## src/verilog/rv_isa_pkg.sv

```systemverilog
package rv_isa_pkg;

    // data, address and instruction words
    typedef logic [31:0] word_t;

    typedef logic [4:0] reg_idx_t;  // x0 .. x31

    typedef logic [2:0] funct3_t;

    // only the opcodes the core executes
    typedef enum logic [6:0] {
        OP_LOAD  = 7'b0000011,
        OP_IMM   = 7'b0010011,
        OP_AUIPC = 7'b0010111,
        OP_STORE = 7'b0100011,
        OP_LUI   = 7'b0110111
    } opcode_e;

    // funct3 of addi
    localparam funct3_t F3_ADDI = 3'b000;

    // funct3 of lw and sw, word access
    localparam funct3_t F3_WORD = 3'b010;

endpackage

```

## src/verilog/rv_regfile.sv

```systemverilog
module rv_regfile (
    input  logic                 clk,
    input  logic                 arst_n,
    input  rv_isa_pkg::reg_idx_t rs1_idx,
    output rv_isa_pkg::word_t    rs1_data,
    input  logic                 rd_we,
    input  rv_isa_pkg::reg_idx_t rd_idx,
    input  rv_isa_pkg::word_t    rd_data,
    input  rv_isa_pkg::reg_idx_t dbg_reg_idx,
    output rv_isa_pkg::word_t    dbg_reg_data
);
    import rv_isa_pkg::*;

    // x0 has no storage
    word_t regs [1:31];

    always_ff @(posedge clk or negedge arst_n) begin
        if (!arst_n) begin
            for (int i = 1; i < 32; i++) begin
                regs[i] <= '0;
            end
        end else if (rd_we && (rd_idx != '0)) begin
            regs[rd_idx] <= rd_data;  // writes to x0 dropped
        end
    end

    assign rs1_data = (rs1_idx == '0) ? '0 : regs[rs1_idx];

    assign dbg_reg_data = (dbg_reg_idx == '0) ? '0 : regs[dbg_reg_idx];

endmodule

```

## config.mk

```make
export PLATFORM = sky130hd
export DESIGN_NAME = rv_regfile
export DESIGN_NICKNAME = d
export VERILOG_FILES = /design/src/verilog/rv_isa_pkg.sv /design/src/verilog/rv_regfile.sv
export SDC_FILE = /design/constraint.sdc
export NUM_CORES = 2
export LEC_CHECK = 0
export BUFFER_PORTS_ARGS = -buffer_cell sky130_fd_sc_hd__buf_2
export CORE_MARGIN = 1
export CORE_UTILIZATION = 35
export CTS_BUF_LIST = sky130_fd_sc_hd__clkbuf_2 sky130_fd_sc_hd__clkbuf_4 sky130_fd_sc_hd__clkbuf_8
export DETAILED_ROUTE_END_ITERATION = 8
export PLACE_DENSITY = 0.55
export SETUP_SLACK_MARGIN = 0.4
export SYNTH_ARGS = -nofsm -noshare
export SYNTH_HDL_FRONTEND = slang
export SYNTH_SLANG_ARGS = --single-unit
```

## constraint.sdc

```tcl
create_clock -name clk -period 1.7 [get_ports clk]
set_clock_uncertainty 0.2 [all_clocks]
set_input_delay 0.085 -clock clk [delete_from_list [all_inputs] [get_ports clk]]
set_output_delay 0.085 -clock clk [all_outputs]
set_load 0.01 [all_outputs]
```

==> results.cfg <==
[status]
status = finished with violations
violations = hold timing, setup timing

[power]
internal_power_mw = 55.5
pwr-share-clk_pct = 33.7
cellLeakagePower_nw = 31.6
p_comb_share_pct = 25.4
p_total_mw = 77.1
peakVddDrop_mv = 0.891
swShare_pct = 27.9
p_seq_share_pct = 41.0
switchingPower_mw = 21.5
p_per_area_mw_per_mm2 = 1100

[setup_path]
rr_worst_depth = 3
path_max_fanout = 2
end_kind = primary output
crit_arrival_ns = 2.65
r2r-end = regs[531]
path_class = register to primary output
reg2reg_slack_ns = 0.48
r2r-start = regs[531]
cp-start-kind = register
startpoint = regs[513]
crit_required_ns = 1.41

[sta]
rsz0062_at_grt = true
worst_slew_pin_slew_ns = 1.28
final_max_slew_viol_count = 0
period_minus_slack_ns = 2.94
final_hold_viol_count = 352
relSlewSlack_pct = 14.2
worst_slack_ns = -1.24
max_freq_ghz = 0.341
setup_viol = 430
period_share_pct = 173
holdWs_ns = -0.255

[cts]
cts_buffers = 181
cts_tree = done
root_buffer = clkbuf_8
clockBufferDepth = 3
htree_levels = 4
clk_pin_slew_ns = 0.07
cts.sinks = 992
clkLatencyLatePin_ns = 0.91

[synthesis]
synth_edf_count = 0
synth-seq-area-share_pct = 46.4
synth-async-reset-ratio_pct = 100
synth_seq_cells = 992
syn_inst = 3612
synth_area_leaders = dfrtp_1 (46%), mux2_2 (22%), mux4_2 (16%), mux2i_1 (5.0%), buf_2 (1.5%)
synth_mux_area_share_pct = 43.4
synth_warnings = 0
synth-adder-area-share_pct = 0
synth_flop_cell = dfrtp_1
synth_top_area_share_pct = 46.4
synth_simple_gate_area_share_pct = 2.05
synth_top_family_by_area = multiplexers
synth_compound_gate_area_share_pct = 4.51
synth_nets = 3662
ys_types = 46
synthXorXnorAreaFrac_pct = 0
yosys.area.top_type = dfrtp_1
avgSynthCellArea_um2 = 14.8
synth.cell_area_mm2 = 0.0535

[grt]
grt_max_degree = 94
grt_pass1_vias = 39150
grt_overflow_total = 0
antenna_found_initial = 7
grt_usage_pct = 25.0
grt_pass1_wl_um = 280000

[placement]
io_buffers = 113
post-place-cells = 6178
hpwl_um = 130000
place.gp.congestion = 0.835

[drt]
route.detailed.drc = 0
firstDrtPassIters = 5
detail_route.vias_per_cell = 5.71
drt_iter0_drc = 2846
vias = 37647
avgRoutedWirePerCell_um = 29.2
ant_nets = 0
wirelength_um = 193000

[layout]
largest_reg_flops = 992
final_cells = 6590
nets = 4461
final_cell_mix = dfrtp_1 (992), mux2_2 (828), buf_4 (646)
top_regs = regs x992
final_common_cell = dfrtp_1
top_register = regs
fill_cells = 13424
areaGrowthSynthToFinish_pct = 30.9
layout-drive-gt1-share_pct = 62.8

[die]
die_width_um = 393
core_area_mm2 = 0.152
die_y_um = 393
initial_utilization_pct = 35.2
fp-row-count = 143
die_area_mm2 = 0.154
io_pins = 114

[job]
cap_violations = 0

[min_path]
holdPathEnd = regs[104]
hp-class = input port to register
worstHoldPathCells = 5
hold_start = rd_idx[4]
[critical path, stage by stage (launching register included)]
cell	delay, ns
dfrtp_1	0.40
mux4_2	0.52
mux2i_4	0.19
o22ai_1	0.11
or3_4	0.38
buf_6	0.14
[how the worst max path moves through the flow]
stage	to	slack, ns	cells after the start
final	rs1_data[1]	-1.24	5
after CTS	rs1_data[1]	-1.34	5
after global routing	rs1_data[2]	-1.32	5
after detailed placement	rs1_data[2]	-0.79	6
after global placement	rs1_data[2]	-0.82	6
after floorplan	rs1_data[11]	-0.02	7
[metrics by stage]
step	hold slack (ns)	worst slack, ns	setup TNS (ns)	utilization [%]	instance area (um2)
2_1_floorplan	-0.411	-0.0184	-0.351	-	55300
6_report	-0.255	-1.24	-100.88	46.1	70000
3_5_place_dp	-0.0968	-0.789	-203.17	42.4	64500
4_1_cts	-0.316	-1.34	-87.56	45.8	69500
5_1_grt	-0.277	-1.32	-116.41	46.1	70000
3_3_place_gp	-0.0982	-0.824	-184.96	42.4	64500
[routing by layer]
layer / vias to the layer above / track usage (%) / routed length, um
met2: 1255 / 38.4 / 88600
met1: 20456 / 35.6 / 87300
met3: 275 / 4.75 / 12000
met5: - / 0 / 13
li1: 15659 / - / -
met4: 2 / 7.54 / 4920
[cell usage after synthesis, types with 17 or more instances]
master,number
nor3_1,32
a221o_1,17
nand2_1,21
mux2i_1,267
mux2_2,1050
a221oi_1,43
buf_4,38
buf_2,162
dfrtp_1,992
a22oi_1,102
mux2_1,19
nor2_1,33
o22ai_1,18
and3_1,29
clkbuf_1,161
mux4_2,377
nor2b_1,44
o31a_1,28
o211ai_1,32
[cells by family (layout without fill, tap and decap cells)]
| logic type | count (synthesis) | count (layout) |
|---|---|---|
| mux | 1713 | 1713 |
| flops | 992 | 992 |
| buf+inv | 401 | 1341 |
| compound gates | 303 | 303 |
| simple gates | 203 | 203 |
| other cells | 0 | 8 |
[what timing repair did]
item                        CTS  global route
gates resized for setup      70            58
gates cloned                  0             4
hold buffers                 41             7
buffers inserted             25            11
pin swaps                    40            27
hold endpoints to repair   1984          1664
setup endpoints to repair    64          2018
[cell type report]
cell class | instances | area [um2] | area share (%)
Tap cell | 2030 | 2540 | 3.63
Timing Repair Buffer | 1008 | 10100 | 14.4
Antenna cell | 8 | 20.0 | 0.0286
Clock buffer | 287 | 3610 | 5.16
Clock inverter | 37 | 494 | 0.706
Inverter | 9 | 33.8 | 0.0483
Sequential cell | 992 | 24800 | 35.5
Multi-Input combinational cell | 2219 | 28400 | 40.5
[power groups by stage]
| stage | sequential (mW) | clock (mW) | combinational, mW |
|---|---|---|---|
| 2_1_floorplan | 30.8 | 0 | 12.0 |
| 3_3_place_gp | 31.7 | 0 | 18.4 |
| 3_5_place_dp | 31.8 | 0 | 18.7 |
| 4_1_cts | 31.4 | 26.6 | 19.4 |
| 5_1_grt | 32.1 | 27.6 | 20.9 |
| 6_report | 31.6 | 25.9 | 19.5 |
Power figures use the tool's default switching activity.
