===== config.mk =====
export PLATFORM = sky130hd
export DESIGN_NAME = rv_nibble_alu
export DESIGN_NICKNAME = d
export VERILOG_FILES = /design/src/verilog/rv_isa_pkg.sv /design/src/verilog/rv_core_pkg.sv /design/src/verilog/rv_nibble_alu.sv
export VERILOG_INCLUDE_DIRS = /design/src /design/src/verilog
export SDC_FILE = /design/constraint.sdc
export NUM_CORES = 1
export LEC_CHECK = 0
export BUFFER_PORTS_ARGS = -buffer_cell sky130_fd_sc_hd__buf_2
export CORE_UTILIZATION = 50
export DETAILED_ROUTE_END_ITERATION = 16
export PLACE_DENSITY = 0.83
export SKIP_CTS_REPAIR_TIMING = 1
export SLEW_MARGIN = 15
export SYNTH_ARGS = -nofsm -noshare
export SYNTH_HDL_FRONTEND = slang
export SYNTH_SLANG_ARGS = --single-unit

===== constraint.sdc =====
create_clock -name clk -period 6.5 [get_ports clk]
set_clock_uncertainty 0.2 [all_clocks]
set_input_delay 0.65 -clock clk [delete_from_list [all_inputs] [get_ports clk]]
set_output_delay 0.65 -clock clk [all_outputs]
set_load 0.005 [all_outputs]

===== src/verilog/rv_cfg.svh =====
`ifndef RV_CFG_SVH
`define RV_CFG_SVH

// byte address of the first fetched instruction
`define RV_START_ADDR 32'h0000_0100

// shared instruction and data RAM, in 32-bit words
`define RV_MEM_WORDS 1024

`define RV_NIBBLES 8  // slices per word for the serial adder

`endif


===== src/verilog/rv_isa_pkg.sv =====
package rv_isa_pkg;

    // data, address and instruction words
    typedef logic [31:0] word_t;

    typedef logic [4:0] reg_idx_t;  // x0 .. x31

    typedef logic [2:0] funct3_t;

    // only the opcodes the core executes
    typedef enum logic [6:0] {
        OP_LOAD  = 7'b0000011,
        OP_IMM   = 7'b0010011,
        OP_AUIPC = 7'b0010111,
        OP_STORE = 7'b0100011,
        OP_LUI   = 7'b0110111
    } opcode_e;

    // funct3 of addi
    localparam funct3_t F3_ADDI = 3'b000;

    // funct3 of lw and sw, word access
    localparam funct3_t F3_WORD = 3'b010;

endpackage


===== src/verilog/rv_core_pkg.sv =====
`include "rv_cfg.svh"

package rv_core_pkg;

    typedef enum logic [3:0] {
        IDLE,
        FETCH,
        FETCH_WAIT,
        DECODE,
        ADD,
        MEM_READ,
        MEM_WAIT,
        MEM_WRITE,
        WRITE_BACK,
        HALT
    } ctrl_state_e;

    typedef logic [3:0] nibble_t;  // one adder slice
    typedef logic [$clog2(`RV_NIBBLES)-1:0] nib_idx_t;
    typedef logic [$clog2(`RV_MEM_WORDS)-1:0] word_addr_t;  // ram word address

endpackage


===== src/verilog/rv_nibble_alu.sv =====
`include "rv_cfg.svh"

module rv_nibble_alu (
    input  logic              clk,
    input  logic              arst_n,
    input  logic              alu_start,
    input  rv_isa_pkg::word_t a,
    input  rv_isa_pkg::word_t b,
    output rv_isa_pkg::word_t sum,
    output logic              alu_done
);
    import rv_isa_pkg::*;
    import rv_core_pkg::*;

    word_t    a_q;  // operands, shifted down one slice per cycle
    word_t    b_q;
    logic     running;
    logic     carry;
    nib_idx_t idx;
    logic [4:0] slice;  // nibble sum with carry out
    nibble_t  nib;

    assign slice = {1'b0, a_q[3:0]} + {1'b0, b_q[3:0]} + {4'b0, carry};
    assign nib   = slice[3:0];

    // last slice is being added this cycle
    assign alu_done = running && (idx == nib_idx_t'(`RV_NIBBLES - 1));

    always_ff @(posedge clk or negedge arst_n) begin
        if (!arst_n) begin
            running <= 1'b0;
            idx     <= '0;
            carry   <= 1'b0;
        end else if (alu_start) begin
            running <= 1'b1;
            idx     <= '0;
            carry   <= 1'b0;
        end else if (running) begin
            carry <= slice[4];
            idx   <= idx + 1'b1;
            if (alu_done) begin
                running <= 1'b0;
            end
        end
    end

    always_ff @(posedge clk) begin
        if (alu_start) begin
            a_q <= a;
            b_q <= b;
        end else if (running) begin
            a_q <= a_q >> $bits(nibble_t);
            b_q <= b_q >> $bits(nibble_t);
            sum <= {nib, sum[$bits(word_t)-1:$bits(nibble_t)]};  // fill from the top
        end
    end

endmodule


==> impl_metrics.csv, run 1 <==
group,metric,value,unit
cells_and_area,layout.nets,387,
power,cellInternalPower,1.03,mW
clock_tree,cts-root-buf,"sky130_fd_sc_hd__clkbuf_8",
global_route,global_route.overflow_total,0,
clock_tree,ctsLongestPathBuffers,2,
min_path,hold_path_startpoint,"sum[28]",
synth,mappedNetlistNets,282,
cells_and_area,layout.cells.non_filler,423,
placement,finalWeightedCongestion,0.705,
placement,dpl.hpwl,4510,µm
sta,final.min_clock_period,2550,ps
sta,setup_viol_count_final,0,
synth,leading_register_cell_type_out_of_synthesis,"sky130_fd_sc_hd__edfxtp_1",
sta,max_slew_margin,53.9,%
clock_tree,cts-buffers-inserted,9,
floorplanning,start_util,51.8,%
sta,highest_clock_frequency_the_design_can_meet,392,MHz
worst_setup_path,timing.setup.critical_path_class,"input port to register",
detailed_routing,drt-total-wl,6640,µm
power,report.power.total,1.33,mW
min_path,min_to,"sum[24]",
power,static_leak,2.19,nW
worst_setup_path,timing.critical_path.to_type,"register",
worst_setup_path,rr_worst_depth,2,
power,p_sw_share,22.6,%
clock_tree,clkTransAtPathRegs,90,ps
cells_and_area,final_area,5010,µm²
detailed_routing,final_antenna_net_count,0,
outcome,run_status,"finished clean",
cells_and_area,postLayoutCoreUtil,60.9,%
placement,placed_cells,406,
sta,final.period_utilization,39.2,%
floorplanning,die_y,94.3,µm
placement,dpl_cell_area,4820,µm²
synth,ys_top_cells_by_area,"sky130_fd_sc_hd__edfxtp_1 68%, sky130_fd_sc_hd__mux2_4 19%, sky130_fd_sc_hd__dfrtp_1 2.9%",
synth,synth-seq-cells,101,
placement,port_buffers,99,
global_route,grt_antenna_before_repair,0,
clock_tree,numClockSinks,101,
synth,netlist-cell-type-count,20,
sta,slew_violations,0,
detailed_routing,drt_drc_violations_left,0,
min_path,worstHoldPathType,"register to register",
global_route,via_count_of_the_first_global_routing_pass,2129,
synth,synth-async-reset-ratio,4.95,%
power,p_comb_share,11.7,%
cells_and_area,fraction_of_final_layout_cells_sized_beyond_drive_strength_1,55.7,%
detailed_routing,drt_iter0_drc,61,
worst_setup_path,worstPathMaxFanout,36,
synth,ys_seq_area_share,70.7,%
worst_setup_path,crit-reg2reg-capture,"a_q[12]",
detailed_routing,route.vias.total,2077,
sta,finalHoldViolCount,0,
run,drv.max_cap_violation_count,0,
floorplanning,floorplan.die_area,8890,µm²
synth,avgSynthCellArea,20.5,µm²
power,net-switching-power,0.300,mW
cells_and_area,area_growth_syn_to_layout,17.6,%
worst_setup_path,worstReg2RegStart,"running",
floorplanning,placeableCoreArea,8220,µm²
synth,ys_warn_count,0,
power,worst_ir_drop_vdd,129,µV
synth,ys_top_cells_by_count,"96 x sky130_fd_sc_hd__edfxtp_1, 55 x sky130_fd_sc_hd__mux2_4, 9 x sky130_fd_sc_hd__and2_1, 9 x sky130_fd_sc_hd__inv_1, 7 x sky130_fd_sc_hd__buf_6",
cells_and_area,antenna_cells,0,
worst_setup_path,cp_data_required_time,6300,ps
floorplanning,row_count,33,
floorplanning,die_w,94.3,µm
worst_setup_path,worst-endpoint-arrival,2350,ps
detailed_routing,avgViaCountPerCell,4.91,
synth,number_of_enable_flip_flop_cells_after_synthesis,96,
cells_and_area,layout.filler_cells,636,
worst_setup_path,reg2reg_setup_slack,4220,ps
synth,synthDominantAreaCellType,"sky130_fd_sc_hd__edfxtp_1",
power,share_seq_of_total_power,61.1,%
global_route,grt_first_pass_wirelength,10100,µm
global_route,grt.total_usage,15.8,%
floorplanning,floorplan.io_pins,100,
clock_tree,tritoncts_clock_tree,"built",
synth,synth_top_area_share,67.7,%
clock_tree,insertion_delay,360,ps
min_path,timing.hold.worst_path_depth,0,
synth,yosys.cell_count.top_type,"sky130_fd_sc_hd__edfxtp_1",
worst_setup_path,worstSetupStartpointType,"input port",
synth,synth.cell_area,4260,µm²
synth,syn_inst,208,
sta,fin_setup_tns,0,ps
detailed_routing,routed_wire_length_per_instance,15.7,µm
power,power.density,265,nW/µm²
clock_tree,h-tree-depth,3,
sta,grt_setup_unrepaired,"no",
global_route,grt_max_degree,38,
sta,tightest_slew,692,ps
detailed_routing,firstDrtPassIters,4,
power,clock_power_share,27.1,%
-- critical path, stage by stage --
cell                    delay (ps)
sky130_fd_sc_hd__buf_4         440
sky130_fd_sc_hd__or2_2         670
sky130_fd_sc_hd__buf_4         540
-- power by group through the flow --
stage	combinational, mW	clock [mW]	sequential, mW
6_report	0.156	0.360	0.812
5_1_grt	0.172	0.395	0.819
4_1_cts	0.158	0.370	0.814
3_5_place_dp	0.158	0	0.828
3_3_place_gp	0.150	0	0.823
2_1_floorplan	0.102	0	0.823
-- routing by layer --
layer	vias up	routed length (µm)	global-route usage [%]
met4	0	89	5.90
met3	10	452	5.42
met2	79	3280	26.4
met5	-	0	0
li1	991	-	-
met1	997	2820	18.7
-- cells in the final DEF, fill, tap and decap left out, types with 2 or more instances in the layout --
cell,synthesis,layout
sky130_fd_sc_hd__clkinvlp_4,0,3
sky130_fd_sc_hd__buf_4,0,4
sky130_fd_sc_hd__clkbuf_8,0,9
sky130_fd_sc_hd__mux2i_1,2,2
sky130_fd_sc_hd__and2_1,9,9
sky130_fd_sc_hd__inv_1,9,9
sky130_fd_sc_hd__dfrtp_1,5,5
sky130_fd_sc_hd__mux2_4,55,55
sky130_fd_sc_hd__ha_1,5,5
sky130_fd_sc_hd__fa_1,2,2
sky130_fd_sc_hd__nor2_1,4,4
sky130_fd_sc_hd__buf_2,2,98
sky130_fd_sc_hd__edfxtp_1,96,96
sky130_fd_sc_hd__xnor2_1,3,3
-- cell type report --
cell class	count	area (µm²)	share of cell area, %
flip-flops and latches	101	3010	60.1
multi-input cells	89	1130	22.5
repair buffers	103	531	10.6
well taps	105	131	2.62
clock buffers	10	128	2.55
clock inverters	6	47.5	0.950
inverters	9	33.8	0.675
-- state kept, by name (all words and copies together) (netlist names) --
name	cells
a_q	32
b_q	32
carry	1
idx	3
running	1
sum	32
-- per-stage QoR --
step / setup slack, ps / hold slack, ps
floorplan: 3510 / 154
global placement: 3640 / 226
detailed placement: 3560 / 229
CTS: 3950 / -119
global route: 3830 / 267
finish: 3950 / 253
-- how the worst max path moves through the flow --
| stage | startpoint | to | cells after the start |
|---|---|---|---|
| final | alu_start | a_q[12] | 3 |
| after global routing | alu_start | a_q[12] | 3 |
| after CTS | alu_start | a_q[12] | 3 |
| after detailed placement | alu_start | a_q[28] | 3 |
| after global placement | alu_start | a_q[28] | 3 |
| after floorplan | alu_start | sum[0] | 3 |
-- kinds of logic after synthesis --
logic type	after synthesis	share of synthesized area [%]
AND/OR/NAND/NOR	17	2.44
multiplexers	58	20.1
XOR/XNOR	3	0.617
flip-flops	101	70.7
adder cells (fa/ha/maj)	7	2.41
AO/OA/AOI/OAI	4	0.852
buffers and inverters	18	2.88
(Power assumes the default switching activity.)
==> run 2: changes to the inputs <==
--- a/config.mk
+++ b/config.mk
@@ -6,6 +6,7 @@
 export SDC_FILE = /design/constraint.sdc
 export NUM_CORES = 1
 export LEC_CHECK = 0
+export ABC_AREA = 1
 export BUFFER_PORTS_ARGS = -buffer_cell sky130_fd_sc_hd__buf_2
 export CORE_UTILIZATION = 50
 export DETAILED_ROUTE_END_ITERATION = 16
==> constraint.sdc (replaced) <==
create_clock -name clk -period 2.4 [get_ports clk]
set_clock_uncertainty 0.2 [all_clocks]
set_input_delay 0.24 -clock clk [delete_from_list [all_inputs] [get_ports clk]]
set_output_delay 0.24 -clock clk [all_outputs]
set_load 0.005 [all_outputs]
==> impl_metrics.csv, run 2 <==
group,metric,value,unit
outcome,run_status,"finished clean",
synth,leading_register_cell_type_out_of_synthesis,"sky130_fd_sc_hd__edfxtp_1",
floorplanning,floorplan.io_pins,100,
floorplanning,start_util,52.3,%
worst_setup_path,crit_slowest_cell,"sky130_fd_sc_hd__fa_1",
global_route,via_count_of_the_first_global_routing_pass,2524,
clock_tree,numClockSinks,101,
global_route,grt.total_usage,17.6,%
worst_setup_path,critPathLaunch,"a_q[0]",
worst_setup_path,crit_path_end,"carry",
synth,ys_warn_count,0,
synth,ys_seq_area_share,73.3,%
power,worst_ir_drop_vdd,370,µV
power,power.density,681,nW/µm²
synth,avgSynthCellArea,11.9,µm²
floorplanning,die_w,92.6,µm
run,drv.max_cap_violation_count,0,
clock_tree,insertion_delay,370,ps
worst_setup_path,worstPathMaxFanout,2,
synth,synth-seq-cells,101,
placement,worst_slack_at_placement,559,ps
global_route,grt_antenna_before_repair,0,
sta,grt_setup_unrepaired,"no",
sta,slew_violations,0,
synth,netlist-cell-type-count,16,
clock_tree,tritoncts_clock_tree,"built",
cells_and_area,fraction_of_final_layout_cells_sized_beyond_drive_strength_1,23.3,%
detailed_routing,final_antenna_net_count,0,
detailed_routing,drt-total-wl,8390,µm
synth,ys_top_cells_by_area,"sky130_fd_sc_hd__edfxtp_1 70%, sky130_fd_sc_hd__nand2_1 17%, sky130_fd_sc_hd__dfrtp_1 3.1%",
detailed_routing,routed_wire_length_per_instance,13.6,µm
synth,syn_inst,344,
worst_setup_path,worst-endpoint-arrival,1940,ps
min_path,worstHoldPathType,"input port to asynchronous set/reset pin",
worst_setup_path,critPathMostFrequentCell,"sky130_fd_sc_hd__nand2_1",
clock_tree,cts-buffers-inserted,9,
sta,highest_clock_frequency_the_design_can_meet,545,MHz
synth,synthDominantAreaCellType,"sky130_fd_sc_hd__edfxtp_1",
cells_and_area,layout.filler_cells,578,
clock_tree,cts-root-buf,"sky130_fd_sc_hd__clkbuf_8",
synth,number_of_enable_flip_flop_cells_after_synthesis,96,
sta,finalHoldViolCount,0,
worst_setup_path,rr_worst_depth,8,
detailed_routing,firstDrtPassIters,4,
floorplanning,placeableCoreArea,7850,µm²
power,static_leak,2.61,nW
cells_and_area,area_growth_syn_to_layout,32.9,%
clock_tree,ctsLongestPathBuffers,2,
cells_and_area,antenna_cells,0,
synth,yosys.cell_count.top_type,"sky130_fd_sc_hd__nand2_1",
sta,fin_setup_tns,0,ps
placement,port_buffers,99,
worst_setup_path,crit-reg2reg-capture,"carry",
floorplanning,die_y,92.6,µm
floorplanning,row_count,32,
worst_setup_path,worstSetupStartpointType,"register",
worst_setup_path,worstReg2RegStart,"a_q[0]",
detailed_routing,drt_drc_violations_left,0,
sta,final.min_clock_period,1830,ps
cells_and_area,layout.nets,584,
global_route,global_route.overflow_total,0,
sta,max_slew_margin,59.0,%
synth,synth-async-reset-ratio,4.95,%
worst_setup_path,worstPathCellList,"inv_1, fa_1, fa_1, inv_1, nand3_1, nand2_1, nand2_1, nand2_1",
synth,synth_top_area_share,70.3,%
sta,final.setup.worst_slack,567,ps
cells_and_area,biggestRegsByFlops,"a_q x32, b_q x32, sum x32",
sta,tightest_slew,616,ps
clock_tree,clkTransAtPathRegs,90,ps
cells_and_area,layout.cells.most_common,"sky130_fd_sc_hd__nand2_1",
worst_setup_path,cp_data_required_time,2500,ps
synth,mappedNetlistNets,418,
sta,final.period_utilization,76.4,%
cells_and_area,layout_common_cells,"190 x sky130_fd_sc_hd__nand2_1, 99 x sky130_fd_sc_hd__buf_2, 96 x sky130_fd_sc_hd__edfxtp_1",
clock_tree,h-tree-depth,3,
worst_setup_path,timing.critical_path.to_type,"register",
worst_setup_path,reg2reg_setup_slack,570,ps
global_route,grt_max_degree,66,
synth,ys_top_cells_by_count,"190 x sky130_fd_sc_hd__nand2_1, 96 x sky130_fd_sc_hd__edfxtp_1, 21 x sky130_fd_sc_hd__inv_1",
placement,dpl.hpwl,4630,µm
detailed_routing,avgViaCountPerCell,4.70,
worst_setup_path,max_stage_delay,450,ps
detailed_routing,route.vias.total,2895,
placement,finalWeightedCongestion,0.746,
detailed_routing,drt_iter0_drc,147,
floorplanning,floorplan.die_area,8570,µm²
worst_setup_path,timing.setup.critical_path_class,"register to register",
global_route,grt_first_pass_wirelength,11500,µm
sta,setup_viol_count_final,0,
synth,synth.cell_area,4100,µm²
## run 2: worst min-delay path by stage
| stage | slack [ps] | cells after the start | end |
|---|---|---|---|
| 3_5_place_dp | -140 | 1 | running |
| 6_report | 40 | 2 | carry |
| 3_3_place_gp | -140 | 1 | running |
| 4_1_cts | -540 | 1 | carry |
| 2_1_floorplan | -260 | 0 | carry |
| 5_1_grt | 50 | 2 | carry |
## run 2: kinds of logic (layout without fill, tap and decap cells)
logic type               Yosys count  in the layout  synth area share, %
AO/OA/AOI/OAI                      4              4                0.488
XOR/XNOR                           1              1                0.214
adder cells (fa/ha/maj)            7              7                 2.50
buffers and inverters             35            205                 5.43
flip-flops                       101            101                 73.3
AND/OR/NAND/NOR                  196            196                 18.0
## run 2: report_power, final
| group | internal [mW] | switching, mW | total [mW] |
|---|---|---|---|
| clock network | 0.381 | 0.582 | 0.963 |
| logic | 0.243 | 0.245 | 0.488 |
| registers | 2.18 | 0.0819 | 2.26 |
## run 2: layer usage
layer	global-route usage, %	up-vias	part of all wire [%]
met4	6.51	0	2.1
met3	6.73	21	6.3
met5	0	-	0
met1	21.6	1314	40
met2	28.5	117	52
li1	-	1443	-
## run 2: metrics by stage
step,instances,power (mW),hold WS [ps],area (µm²),utilization [%]
after CTS,551,3.65,-535,4800,61.2
final,616,3.71,44.9,5450,69.5
after detailed placement,536,2.70,-137,4630,59.0
after global routing,616,3.88,53.2,5450,69.5
after floorplan,344,2.52,-256,4100,-
after global placement,536,2.66,-139,4630,59.0
## run 2: area by class of cell
class                           count  area, µm²  share of cell area, %
Multi-Input combinational cell    208        873                   16.0
Clock inverter                      6       46.3                  0.849
Timing Repair Buffer              168       1190                   21.8
Sequential cell                   101       3010                   55.2
Inverter                           22       82.6                   1.52
Tap cell                          102        128                   2.34
Clock buffer                        9        124                   2.27
## run 2: critical path, delay by kind of cell (launching register included)
family | cells | cell delay, ps
flops | 1 | 330
buf+inv | 2 | 130
fa+ha+maj | 2 | 870
simple gates | 4 | 260
