$ cat src/verilog/rv_cfg.svh
`ifndef RV_CFG_SVH
`define RV_CFG_SVH

// byte address of the first fetched instruction
`define RV_START_ADDR 32'h0000_0100

// shared instruction and data RAM, in 32-bit words
`define RV_MEM_WORDS 1024

`define RV_NIBBLES 8  // slices per word for the serial adder

`endif

$ cat src/verilog/rv_isa_pkg.sv
package rv_isa_pkg;

    // data, address and instruction words
    typedef logic [31:0] word_t;

    typedef logic [4:0] reg_idx_t;  // x0 .. x31

    typedef logic [2:0] funct3_t;

    // only the opcodes the core executes
    typedef enum logic [6:0] {
        OP_LOAD  = 7'b0000011,
        OP_IMM   = 7'b0010011,
        OP_AUIPC = 7'b0010111,
        OP_STORE = 7'b0100011,
        OP_LUI   = 7'b0110111
    } opcode_e;

    // funct3 of addi
    localparam funct3_t F3_ADDI = 3'b000;

    // funct3 of lw and sw, word access
    localparam funct3_t F3_WORD = 3'b010;

endpackage

$ cat src/verilog/rv_core_pkg.sv
`include "rv_cfg.svh"

package rv_core_pkg;

    typedef enum logic [3:0] {
        IDLE,
        FETCH,
        FETCH_WAIT,
        DECODE,
        ADD,
        MEM_READ,
        MEM_WAIT,
        MEM_WRITE,
        WRITE_BACK,
        HALT
    } ctrl_state_e;

    typedef logic [3:0] nibble_t;  // one adder slice
    typedef logic [$clog2(`RV_NIBBLES)-1:0] nib_idx_t;
    typedef logic [$clog2(`RV_MEM_WORDS)-1:0] word_addr_t;  // ram word address

endpackage

$ cat src/verilog/rv_mem_if.sv
interface rv_mem_if;
    import rv_isa_pkg::*;
    import rv_core_pkg::*;

    logic       rd_en;  // one-cycle read strobe
    logic       wr_en;  // one-cycle write strobe
    word_addr_t addr;
    word_t      wdata;
    word_t      rdata;  // valid the cycle after rd_en

    modport master (
        output rd_en,
        output wr_en,
        output addr,
        output wdata,
        input  rdata
    );

    modport slave (
        input  rd_en,
        input  wr_en,
        input  addr,
        input  wdata,
        output rdata
    );

endinterface

$ cat src/verilog/rv_control.sv
`include "rv_cfg.svh"

module rv_control (
    input  logic                 clk,
    input  logic                 arst_n,
    input  logic                 start,
    rv_mem_if.master             mem,
    output rv_isa_pkg::reg_idx_t rs1_idx,
    input  rv_isa_pkg::word_t    rs1_data,
    output logic                 rd_we,
    output rv_isa_pkg::reg_idx_t rd_idx,
    output rv_isa_pkg::word_t    rd_data,
    output logic                 alu_start,
    output rv_isa_pkg::word_t    alu_a,
    output rv_isa_pkg::word_t    alu_b,
    input  rv_isa_pkg::word_t    alu_sum,
    input  logic                 alu_done,
    output logic                 busy,
    output logic                 done,
    output logic                 trap,
    output rv_isa_pkg::word_t    pc
);
    import rv_isa_pkg::*;
    import rv_core_pkg::*;

    ctrl_state_e state;
    word_t       ir;
    opcode_e     opcode;
    word_t       i_imm;
    word_t       s_imm;
    word_t       u_imm;
    logic        legal;

    assign opcode = opcode_e'(ir[6:0]);

    // immediates, sign extended
    assign i_imm = {{20{ir[31]}}, ir[31:20]};
    assign s_imm = {{20{ir[31]}}, ir[31:25], ir[11:7]};
    assign u_imm = {ir[31:12], 12'b0};

    // zero word falls into default too, split off in DECODE
    always_comb begin
        case (opcode)
            OP_IMM:            legal = (ir[14:12] == F3_ADDI);
            OP_LOAD, OP_STORE: legal = (ir[14:12] == F3_WORD);
            OP_LUI, OP_AUIPC:  legal = 1'b1;
            default:           legal = 1'b0;
        endcase
    end

    always_ff @(posedge clk) begin
        if (state == FETCH_WAIT) begin
            ir <= mem.rdata;  // fetched word arrives here
        end
    end

    always_ff @(posedge clk or negedge arst_n) begin
        if (!arst_n) begin
            state <= IDLE;
            pc    <= `RV_START_ADDR;
            done  <= 1'b0;
            trap  <= 1'b0;
        end else begin
            done <= 1'b0;
            case (state)
                IDLE, HALT: begin
                    if (start) begin
                        state <= FETCH;
                        pc    <= `RV_START_ADDR;
                        trap  <= 1'b0;
                    end
                end
                FETCH:      state <= FETCH_WAIT;
                FETCH_WAIT: state <= DECODE;
                DECODE: begin
                    if (ir == '0) begin
                        state <= HALT;
                        done  <= 1'b1;
                    end else if (!legal) begin
                        state <= HALT;
                        trap  <= 1'b1;  // held until the next start
                    end else if (opcode == OP_LUI) begin
                        state <= WRITE_BACK;  // no add needed
                    end else begin
                        state <= ADD;
                    end
                end
                ADD: begin
                    if (alu_done) begin
                        case (opcode)
                            OP_LOAD:  state <= MEM_READ;
                            OP_STORE: state <= MEM_WRITE;
                            default:  state <= WRITE_BACK;
                        endcase
                    end
                end
                MEM_READ: state <= MEM_WAIT;
                MEM_WAIT: state <= WRITE_BACK;
                MEM_WRITE, WRITE_BACK: begin
                    state <= FETCH;
                    pc    <= pc + 32'd4;
                end
                default: state <= IDLE;
            endcase
        end
    end

    always_comb begin
        mem.rd_en = (state == FETCH) || (state == MEM_READ);
        mem.wr_en = (state == MEM_WRITE);
        // effective address comes from the adder
        mem.addr  = (state == FETCH) ? word_addr_t'(pc[31:2]) : word_addr_t'(alu_sum[31:2]);
        mem.wdata = rs1_data;

        // second read cycle for sw picks rs2
        rs1_idx = (state == MEM_WRITE) ? ir[24:20] : ir[19:15];

        alu_start = (state == DECODE) && legal && (opcode != OP_LUI);
        alu_a     = (opcode == OP_AUIPC) ? pc : rs1_data;
        case (opcode)
            OP_STORE: alu_b = s_imm;
            OP_AUIPC: alu_b = u_imm;
            default:  alu_b = i_imm;
        endcase

        rd_we  = (state == WRITE_BACK);
        rd_idx = ir[11:7];
        case (opcode)
            OP_LOAD: rd_data = mem.rdata;  // still held from MEM_READ
            OP_LUI:  rd_data = u_imm;
            default: rd_data = alu_sum;
        endcase

        busy = (state != IDLE) && (state != HALT);
    end

endmodule

$ cat src/flat_wrapper.sv
// flat-port wrapper written by rule: the top's interface ports become plain ports
module rv_control_flat import rv_isa_pkg::*; import rv_core_pkg::*;
  (clk, arst_n, start, rs1_idx, rs1_data, rd_we, rd_idx, rd_data, alu_start, alu_a, alu_b, alu_sum, alu_done, busy, done, trap, pc, mem_rd_en, mem_wr_en, mem_addr, mem_wdata, mem_rdata);
  rv_mem_if mem_i ();
  input  logic clk;
  input  logic arst_n;
  input  logic start;
  output rv_isa_pkg::reg_idx_t rs1_idx;
  input  rv_isa_pkg::word_t rs1_data;
  output logic rd_we;
  output rv_isa_pkg::reg_idx_t rd_idx;
  output rv_isa_pkg::word_t rd_data;
  output logic alu_start;
  output rv_isa_pkg::word_t alu_a;
  output rv_isa_pkg::word_t alu_b;
  input  rv_isa_pkg::word_t alu_sum;
  input  logic alu_done;
  output logic busy;
  output logic done;
  output logic trap;
  output rv_isa_pkg::word_t pc;
  output wire logic [$bits(mem_i.rd_en)-1:0] mem_rd_en;
  output wire logic [$bits(mem_i.wr_en)-1:0] mem_wr_en;
  output wire logic [$bits(mem_i.addr)-1:0] mem_addr;
  output wire logic [$bits(mem_i.wdata)-1:0] mem_wdata;
  input wire logic [$bits(mem_i.rdata)-1:0] mem_rdata;
  assign mem_rd_en = mem_i.rd_en;
  assign mem_wr_en = mem_i.wr_en;
  assign mem_addr = mem_i.addr;
  assign mem_wdata = mem_i.wdata;
  assign mem_i.rdata = mem_rdata;
  rv_control u_core (.clk(clk), .arst_n(arst_n), .start(start), .mem(mem_i), .rs1_idx(rs1_idx), .rs1_data(rs1_data), .rd_we(rd_we), .rd_idx(rd_idx), .rd_data(rd_data), .alu_start(alu_start), .alu_a(alu_a), .alu_b(alu_b), .alu_sum(alu_sum), .alu_done(alu_done), .busy(busy), .done(done), .trap(trap), .pc(pc));
endmodule
$ cat config.mk
export PLATFORM = sky130hd
export DESIGN_NAME = rv_control_flat
export DESIGN_NICKNAME = d
export VERILOG_FILES = /design/src/verilog/rv_isa_pkg.sv /design/src/verilog/rv_core_pkg.sv /design/src/verilog/rv_mem_if.sv /design/src/verilog/rv_control.sv /design/src/flat_wrapper.sv
export VERILOG_INCLUDE_DIRS = /design/src /design/src/verilog
export SDC_FILE = /design/constraint.sdc
export NUM_CORES = 1
export LEC_CHECK = 0
export BUFFER_PORTS_ARGS = -buffer_cell sky130_fd_sc_hd__buf_2
export CORE_ASPECT_RATIO = 1.4
export CORE_UTILIZATION = 35
export CTS_BUF_LIST = sky130_fd_sc_hd__clkbuf_16
export CTS_CLUSTER_SIZE = 25
export DETAILED_ROUTE_END_ITERATION = 10
export PLACE_DENSITY = 0.67
export SKIP_LAST_GASP = 1
export SLEW_MARGIN = 0
export SYNTH_ARGS = -nofsm -noshare
export SYNTH_HDL_FRONTEND = slang
export SYNTH_SLANG_ARGS = --single-unit
$ cat constraint.sdc
create_clock -name clk -period 13.62 [get_ports clk]
set_input_delay 0.681 -clock clk [delete_from_list [all_inputs] [get_ports clk]]
set_output_delay 0.681 -clock clk [all_outputs]
set_load 0.005 [all_outputs]
==> metrics, run 1 <==
status=finished clean; max_slew headroom=22.39%; Slew Limit Fails=0; wire length per cell=17.28 um; Die Y=140.6 um; main combinational cell family by area after synthesis=simple AND/OR/NAND/NOR gates; number of library cell types mapped by synthesis=60; min cycle time layout=4.047 ns; gr ovfl total=0; core area=13390 um^2; Fmax=247.1 MHz; post-synthesis simple-gate area fraction=20.53%; Die W=101.0 um; Seq. cell area=around 1900 um^2; setup TNS=0 ns; initial antenna violation count=0; WP data required=about 13 ns; placed instance area=6096 um^2; Leak=0.003243 uW; Cells after DPL=914; mux contribution to synthesized area=12.56%; Post-Synth Adder-Cell Area=0.2606%; routability congestion estimate=0.8026; CTS root buffer=clkbuf_16; CTS HTree Levels=3; number of max-cap violations=0; design area=about 6400 um^2; maximum vdd drop=between 0.00008 and 0.00009 V; All-Layer GR Usage=22.15%; first-pass GRT wire length=about 24000 um; sequential-to-total area share from yosys stat=38.80%; drt first pass iters=4; final std cells w/o fill=between 900 and 1000; commonest cells after routing, fill and taps aside=buf_2, nand2_1, mux2_2, dfrtp_1, edfxtp_1; clock tree buffer depth=2; n_diodes=0; die area=about 14000 um^2; DRC violations left=0; row cnt=50; post-synthesis cell area=~4800 um^2; Detailed Route Iter0 Violations=140; vias in the first global route=4479; Worst Reg2Reg Path Length in Cells=5; PD cells=133.0 nW/um^2; synth warn=0; CTS tree=yes; CTS buffer count=9; fin nets=around 840; largest net degree at the start of global routing=39; CP Max Fanout=38; Worst-path clk slew=approximately 0.06 ns; RSZ-0062 raised after global routing=false; endpoints failing setup=0; Post-Syn Instances=about 500; Seq cells post-synth=68; Syn Area/Cell=9.416 um^2; drt via density=5.376; FFs w/ async S/R, synth=52.94%; # hold bufs at CTS=0; Syn-to-layout area delta=32.36%; complex-gate fraction of the synthesized area=between 10% and 20%; Top FF cell, synth=dfrtp_1; routed wire length=16070 um; CP Capture Type=primary output; most common cell after layout, fill and taps aside=buf_2; Crit Path Class=reg -> out; Post CTS Setup Buffer Count=0; final period utilization=29.71%; actual slew at the worst max-slew pin=1.155 ns; DPL Wire Length=12240 um; Multi-input gate area=between 2000 and 2500 um^2; fillers=between 1000 and 1500; Clock Latency Late Sink=0.33 ns; starting density of the core=35.87%; Post-Synth XOR/XNOR Area=0.5472%; via count=5000; I/O Buffers=284; Worst Skew=0.008058 ns; share of cells above drive strength 1=49.33%; crit path launch type=register; Sink Count=68; post-CTS resize count=0; post-route ant nets=0; Arr. time, crit path=approximately 3.4 ns; final hold viol count=0; Worst Hold Class=in -> async; Ports=roughly 290; Post-synth EDFFs=32
## routing by layer
metal / GRT usage [%] / wire (um)
met5: 0 / 0
met4: 10.76 / 509
met3: 3.867 / 1154
met2: 39.69 / 8241
met1: 25.04 / 6163
## worst paths after layout
check / start / end / slack, ns
worst min-delay path: arst_n / u_core.done / 0.46
worst min register to register: u_core.pc[31] / u_core.pc[31] / 0.51
worst max-delay path: u_core.ir[3] / alu_b[12] / 9.57
max in group asynchronous: arst_n / u_core.pc[15] / 12.60
min in group clk: u_core.pc[31] / u_core.pc[31] / 0.51
worst max register to register: u_core.state[3] / u_core.pc[19] / 10.56
## per-stage QoR
step / power (uW) / hold WS (ns) / utilization [%] / setup WS [ns]
6_report: 845.2 / 0.4606 / 47.48 / 9.573
5_1_grt: 901.5 / 0.5320 / 47.48 / 9.294
4_1_cts: 850.6 / 0.5110 / 47.48 / 9.528
3_5_place_dp: 644.5 / 0.5052 / 45.53 / 9.899
3_3_place_gp: 640.9 / 0.4926 / 45.53 / 9.966
2_1_floorplan: 508.8 / 0.3854 / - / 9.336
## sequential cells by signal, indices dropped and copies added, names as in the netlist
| signal | cells |
|---|---|
| u_core.ir | 32 |
| u_core.pc | 30 |
| u_core.state | 4 |
| u_core.done | 1 |
| u_core.trap | 1 |
## worst max-delay path, stage by stage (launching register included)
cell and delay, ns:
edfxtp_1 0.40, nand4bb_1 0.47, nor3_4 0.98, buf_4 0.53, nor2b_1 0.09, buf_4 0.22
a21o_1 0.18, buf_2 0.12
## logic make-up after synthesis
group                      count (synthesis)
AOI/OAI and AO/OA                        110
buffers and inverters                     81
xor gates and xnor gates                   3
DFF                                       68
muxes                                     55
adders and majority gates                  1
other                                      1
and+or+nand+nor                          191
## synthesized netlist by cell type (7+ instances only)
master	count	share of area (%)
buf_4	41	6.4
dfrtp_1	35	18
a31oi_1	14	1.8
nor2_1	14	1.1
o21ai_0	7	0.73
nor2b_1	9	1.2
mux2i_1	13	2.7
a21o_1	25	3.9
nand3_1	16	1.7
nand2_1	84	6.6
a22o_1	18	3.3
clkbuf_1	15	1.2
a22oi_1	21	3.3
mux2_2	42	9.8
edfxtp_1	32	20
inv_1	8	0.63
nor4_1	11	1.4
nor3_1	12	1.3
nand4_1	13	1.7
buf_2	13	1.4
## power by group
group          leakage [uW]  switching [uW]  internal, uW
Combinational       0.00233             155           142
Sequential         0.000782            73.1           271
Clock              0.000134            84.1           120
Total               0.00324             312           533
## layout make-up
type	instances	share of cell area (%)
clock buffer	9	3.543
clock inverter	7	0.5512
multi-input combinational	362	39.09
tap	182	3.583
inverter	10	0.6102
timing repair buffer	292	23.31
sequential	68	29.31
(Power assumes the default switching activity.)
==> run 2: changes to the inputs <==
- PLACE_DENSITY: 0.67 -> 0.69
- clock period: 13.62 -> 3.6 ns (I/O delays scaled with it)
==> run 2 against run 1 <==
First-iteration DRC count increased by 41%. Via count decreased by 1.1%. Sequential cell count did not move. Power rose to 3.9 times the previous value. Final cell count is 0.22% higher. Sequential power rose to 3.8 times the previous value. Sequential share of layout area is 0.33 points lower. Count of clock-buffer cells in the layout stayed put.
==> metrics, run 2 (same netlist as run 1, synthesis figures left out) <==
gr ovfl total=0; routability congestion estimate=0.8637; Arr. time, crit path=2.92 ns; hold worst-path end=u_core.ir[31]; core area=~13000 um^2; Hold WS=0.03241 ns; Fmax=374.8 MHz; final hold viol count=0; Sink Count=68; CTS tree=yes; maximum vdd drop=0.0003374 V; most common cell after layout, fill and taps aside=buf_2; post-route ant nets=0; via count=slightly below 5000; r2r startpoint=u_core.state[3]; routed wire length=approximately 16000 um; All-Layer GR Usage=22.05%; first-pass GRT wire length=23910 um; Slew Limit Fails=0; endpoints failing setup=0; Leak=0.003272 uW; Hold Crit Depth=1; fillers=1332; I/O Buffers=284; row cnt=50; fin nets=846; r2r setup slk=0.93 ns; Die W=101.0 um; max_slew headroom=37.29%; CP bufs+invs=1; Clock Latency Late Sink=0.34 ns; starting density of the core=35.87%; Cell Chain, Critical Path=nand4b_2 > clkinv_1 > nor2_2 > nand2_1 > a31oi_1; final period utilization=74.11%; status=finished clean; die area=about 14000 um^2; Largest regs=u_core.ir (32), u_core.pc (30), u_core.state (4); max reg flops=32; share of cells above drive strength 1=49.60%; highest cell delay on the worst timing path=0.62 ns; DRC violations left=0; number of max-cap violations=0; Ports=287; Die Y=140.6 um; min cycle time layout=2.668 ns; actual slew at the worst max-slew pin=about 0.93 ns; drt first pass iters=5; commonest cells after routing, fill and taps aside=buf_2, nand2_1, mux2_2, dfrtp_1, edfxtp_1; vias in the first global route=4581; crit path launch type=register; Worst Hold Class=in -> reg; Post CTS Setup Buffer Count=0; CTS buffer count=9; RSZ-0062 raised after global routing=false; setup TNS=0 ns; Detailed Route Iter0 Violations=197; Worst-path clk slew=0.06 ns; delay-heaviest family, CP=simple AND/OR/NAND/NOR gates; post-CTS resize count=0; CP Capture Type=register; Worst Reg2Reg Path Length in Cells=5; clock tree buffer depth=2; drt via density=roughly 5.3; CP max stage cell=dfrtp_1; worst hold start=mem_rdata[31]; Worst Skew=0.006946 ns; Crit Path Class=reg -> reg; initial antenna violation count=0; PD cells=between 500 and 600 nW/um^2; WP data required=3.86 ns; n_diodes=0; # hold bufs at CTS=1; Syn-to-layout area delta=33.85%; Worst R2R End=u_core.pc[25]; largest reg by FF count=u_core.ir; CP Max Fanout=16; largest net degree at the start of global routing=60; CTS HTree Levels=3; CTS root buffer=clkbuf_16; DPL Wire Length=around 12000 um; wire length per cell=17.24 um
## run 2: worst max path at each step
stage | start | slack [ns] | cells past startpoint | endpoint
2_1_floorplan | u_core.state[1] | 0.68 | 3 | u_core.ir[0]
3_3_place_gp | u_core.state[3] | 1.11 | 5 | u_core.pc[16]
3_5_place_dp | u_core.state[3] | 1.0 | 5 | u_core.pc[25]
4_1_cts | u_core.ir[3] | 0.92 | 7 | alu_b[16]
5_1_grt | u_core.state[3] | 0.72 | 5 | u_core.pc[19]
6_report | u_core.state[3] | 0.93 | 5 | u_core.pc[25]
## run 2: area by class of cell
class	instances	area [um^2]	share of cell area [%]
inverter	10	38.79	0.6035
clock buffer	9	225.2	3.504
clock inverter	7	67.56	1.051
timing repair buffer	294	1511	23.52
tap	182	227.7	3.543
sequential	68	1863	28.99
multi-input combinational	362	2494	38.80
## run 2: power by group
| group | internal (uW) | total, uW | switching [uW] |
|---|---|---|---|
| clock network | 533 | 877 | 344 |
| logic | 543 | 1140 | 602 |
| registers | 1020 | 1310 | 284 |
| total | 2100 | 3330 | 1230 |
## run 2: through the flow
step / area (um^2) / total power (uW) / cells / setup slack [ns] / util, %
floorplan: 4812 / 1924 / 511 / 0.6781 / -
detailed placement: 6125 / 2466 / 915 / 0.9968 / 45.75
global placement: 6125 / 2450 / 915 / 1.107 / 45.75
CTS: 6427 / 3347 / 932 / 0.9178 / 48.01
finish: 6427 / 3330 / 932 / 0.9322 / 48.01
global route: 6427 / 3528 / 932 / 0.7237 / 48.01
## run 2: layer usage
metal	share of wire, %	track usage, %	vias to the layer above
li1	-	-	2328
met1	37	23.66	2345
met2	52	40.92	239
met3	7.1	4.561	34
met4	3.1	9.764	0
met5	0	0	-
==> run 3: changes to the inputs <==
- PLACE_DENSITY: 0.69 -> 0.67
- clock period: 3.6 -> 2.65 ns (I/O delays scaled with it)
==> run 3 against run 2 <==
Design area increased by 5.4%. Combinational power up 49%. Via count grew 2.5%. Power rose by 40%. Largest cell class unchanged. Final cell count up 3.8%. Highest routed layer is now met5. Sequential power grew 32%. Critical path depth unchanged. Wire length increased by 5.9%. Core utilization grew 2.6 points. Clock power up 41%.
==> metrics, run 3 (same netlist as run 1, synthesis figures left out) <==
Core Util, Final=50.59%; DRC violations left=0; routability congestion estimate=0.8312; min cycle time layout=2.336 ns; DPL Wire Length=12930 um; Hold WS=0.01029 ns; final hold viol count=0; maximum vdd drop=between 0.0003 and 0.0004 V; Syn-to-layout area delta=41.04%; Leak=0.003442 uW; clock tree buffer depth=2; WP data required=around 2.5 ns; CP max stage cell=edfxtp_1; initial antenna violation count=1; routed wire length=17020 um; Clock Latency Late Sink=0.33 ns; Worst-path clk slew=0.06 ns; Die Y=140.6 um; starting density of the core=35.87%; CTS buffer count=9; vias in the first global route=4811; max_slew headroom=40.98%; gr ovfl total=0; most common cell after layout, fill and taps aside=buf_2; largest net degree at the start of global routing=37; RSZ-0062 raised after global routing=false; fillers=1324; fin nets=881; Ports=287; crit path launch type=register; PD cells=slightly below 700 nW/um^2; actual slew at the worst max-slew pin=0.8854 ns; highest cell delay on the worst timing path=0.41 ns; row cnt=50; via count=between 5000 and 6000; Detailed Route Iter0 Violations=approximately 230; Crit Path Class=reg -> out; final period utilization=88.16%; Seq. cell area=between 1500 and 2000 um^2; Arr. time, crit path=2.20 ns; share of cells above drive strength 1=48.79%; core area=between 10000 and 15000 um^2; Fmax=428.1 MHz; I/O Buffers=about 280; CP Max Fanout=25; max reg flops=32; CTS HTree Levels=3; first-pass GRT wire length=approximately 25000 um; Largest regs=u_core.ir (32), u_core.pc (30), u_core.state (4); drt first pass iters=6; setup TNS=0 ns; die area=about 14000 um^2; Slew Limit Fails=0; CP Capture Type=primary output; All-Layer GR Usage=23.47%; commonest cells after routing, fill and taps aside=buf_2, nand2_1, mux2_2, dfrtp_1, edfxtp_1; post-route ant nets=0; number of max-cap violations=0; status=finished clean; wire length per cell=17.60 um; Sink Count=68; Cell Chain, Critical Path=nand4bb_1 > nor3_4 > buf_4 > mux2_2 > buf_2; n_diodes=0; Die W=101.0 um; CTS root buffer=clkbuf_16; endpoints failing setup=0; drt via density=5.242; CTS tree=yes; largest reg by FF count=u_core.ir; Multi-input gate area=2494 um^2; Worst Hold Class=in -> reg; Worst Skew=0.004838 ns
## run 3: changes by cell type in the layout (fill, tap and decap cells not counted)
cell	previous run	this run
buf_12	1	2
buf_4	8	20
bufinv_16	1	2
clkinv_1	1	2
clkinv_2	5	4
clkinv_4	2	0
dlygate4sd3_1	1	23
inv_1	8	9
## run 3: what timing repair did
action / CTS / global route
setup endpoints to repair: 0 / 0
hold buffers: 23 / 0
hold endpoints to repair: 57 / 0
gates resized for setup: 0 / 0
buffers inserted: 0 / 0
## run 3: through the flow
step                      setup slack [ns]  total power [uW]  instances  cell area [um^2]
after floorplan                     0.4588              2623        511              4821
after CTS                           0.2643              4704        967              6773
after global routing                0.1742              4946        967              6773
after global placement              0.5880              3399        928              6235
after detailed placement            0.5777              3412        928              6235
final                               0.3138              4672        967              6773
## run 3: cell type report
cell class | instances | area share [%]
clock inverter | 7 | 1.219
clock buffer | 9 | 3.325
tap | 182 | 3.362
multi-input combinational | 362 | 36.82
inverter | 10 | 0.5727
timing repair buffer | 329 | 27.19
sequential | 68 | 27.51
## run 3: power breakdown
group / internal, uW / leakage (uW) / switching [uW]
clock: 811 / 0.000158 / 432
combinational: 817 / 0.00250 / 887
sequential: 1390 / 0.000782 / 334
## run 3: worst paths after layout
check | from | endpoint | slack (ns) | depth (start not counted)
hold reg to reg | u_core.trap | u_core.trap | 0.49 | 2
min in group asynchronous | arst_n | u_core.pc[12] | 0.48 | 2
max in group asynchronous | arst_n | u_core.pc[30] | 1.61 | 2
hold / removal | mem_rdata[20] | u_core.ir[20] | 0.01 | 1
setup / recovery | u_core.ir[6] | alu_a[4] | 0.31 | 5
setup reg to reg | u_core.state[1] | u_core.pc[27] | 0.54 | 4
## run 3: routing by layer
layer | wire length, um | track usage, % | up-vias
li1 | - | - | 2398
met1 | 6782 | 26.40 | 2410
met3 | 965 | 4.611 | 29
met5 | 14 | 0 | -
met4 | 410 | 9.458 | 2
met2 | 8845 | 42.75 | 230
## run 3: worst max-delay path, delay by kind of cell, from the launching register on
kind,cells,cell delay [ns]
buffers and inverters,2,0.50
flip-flops,1,0.41
AND/OR/NAND/NOR,2,0.55
multiplexers,1,0.40
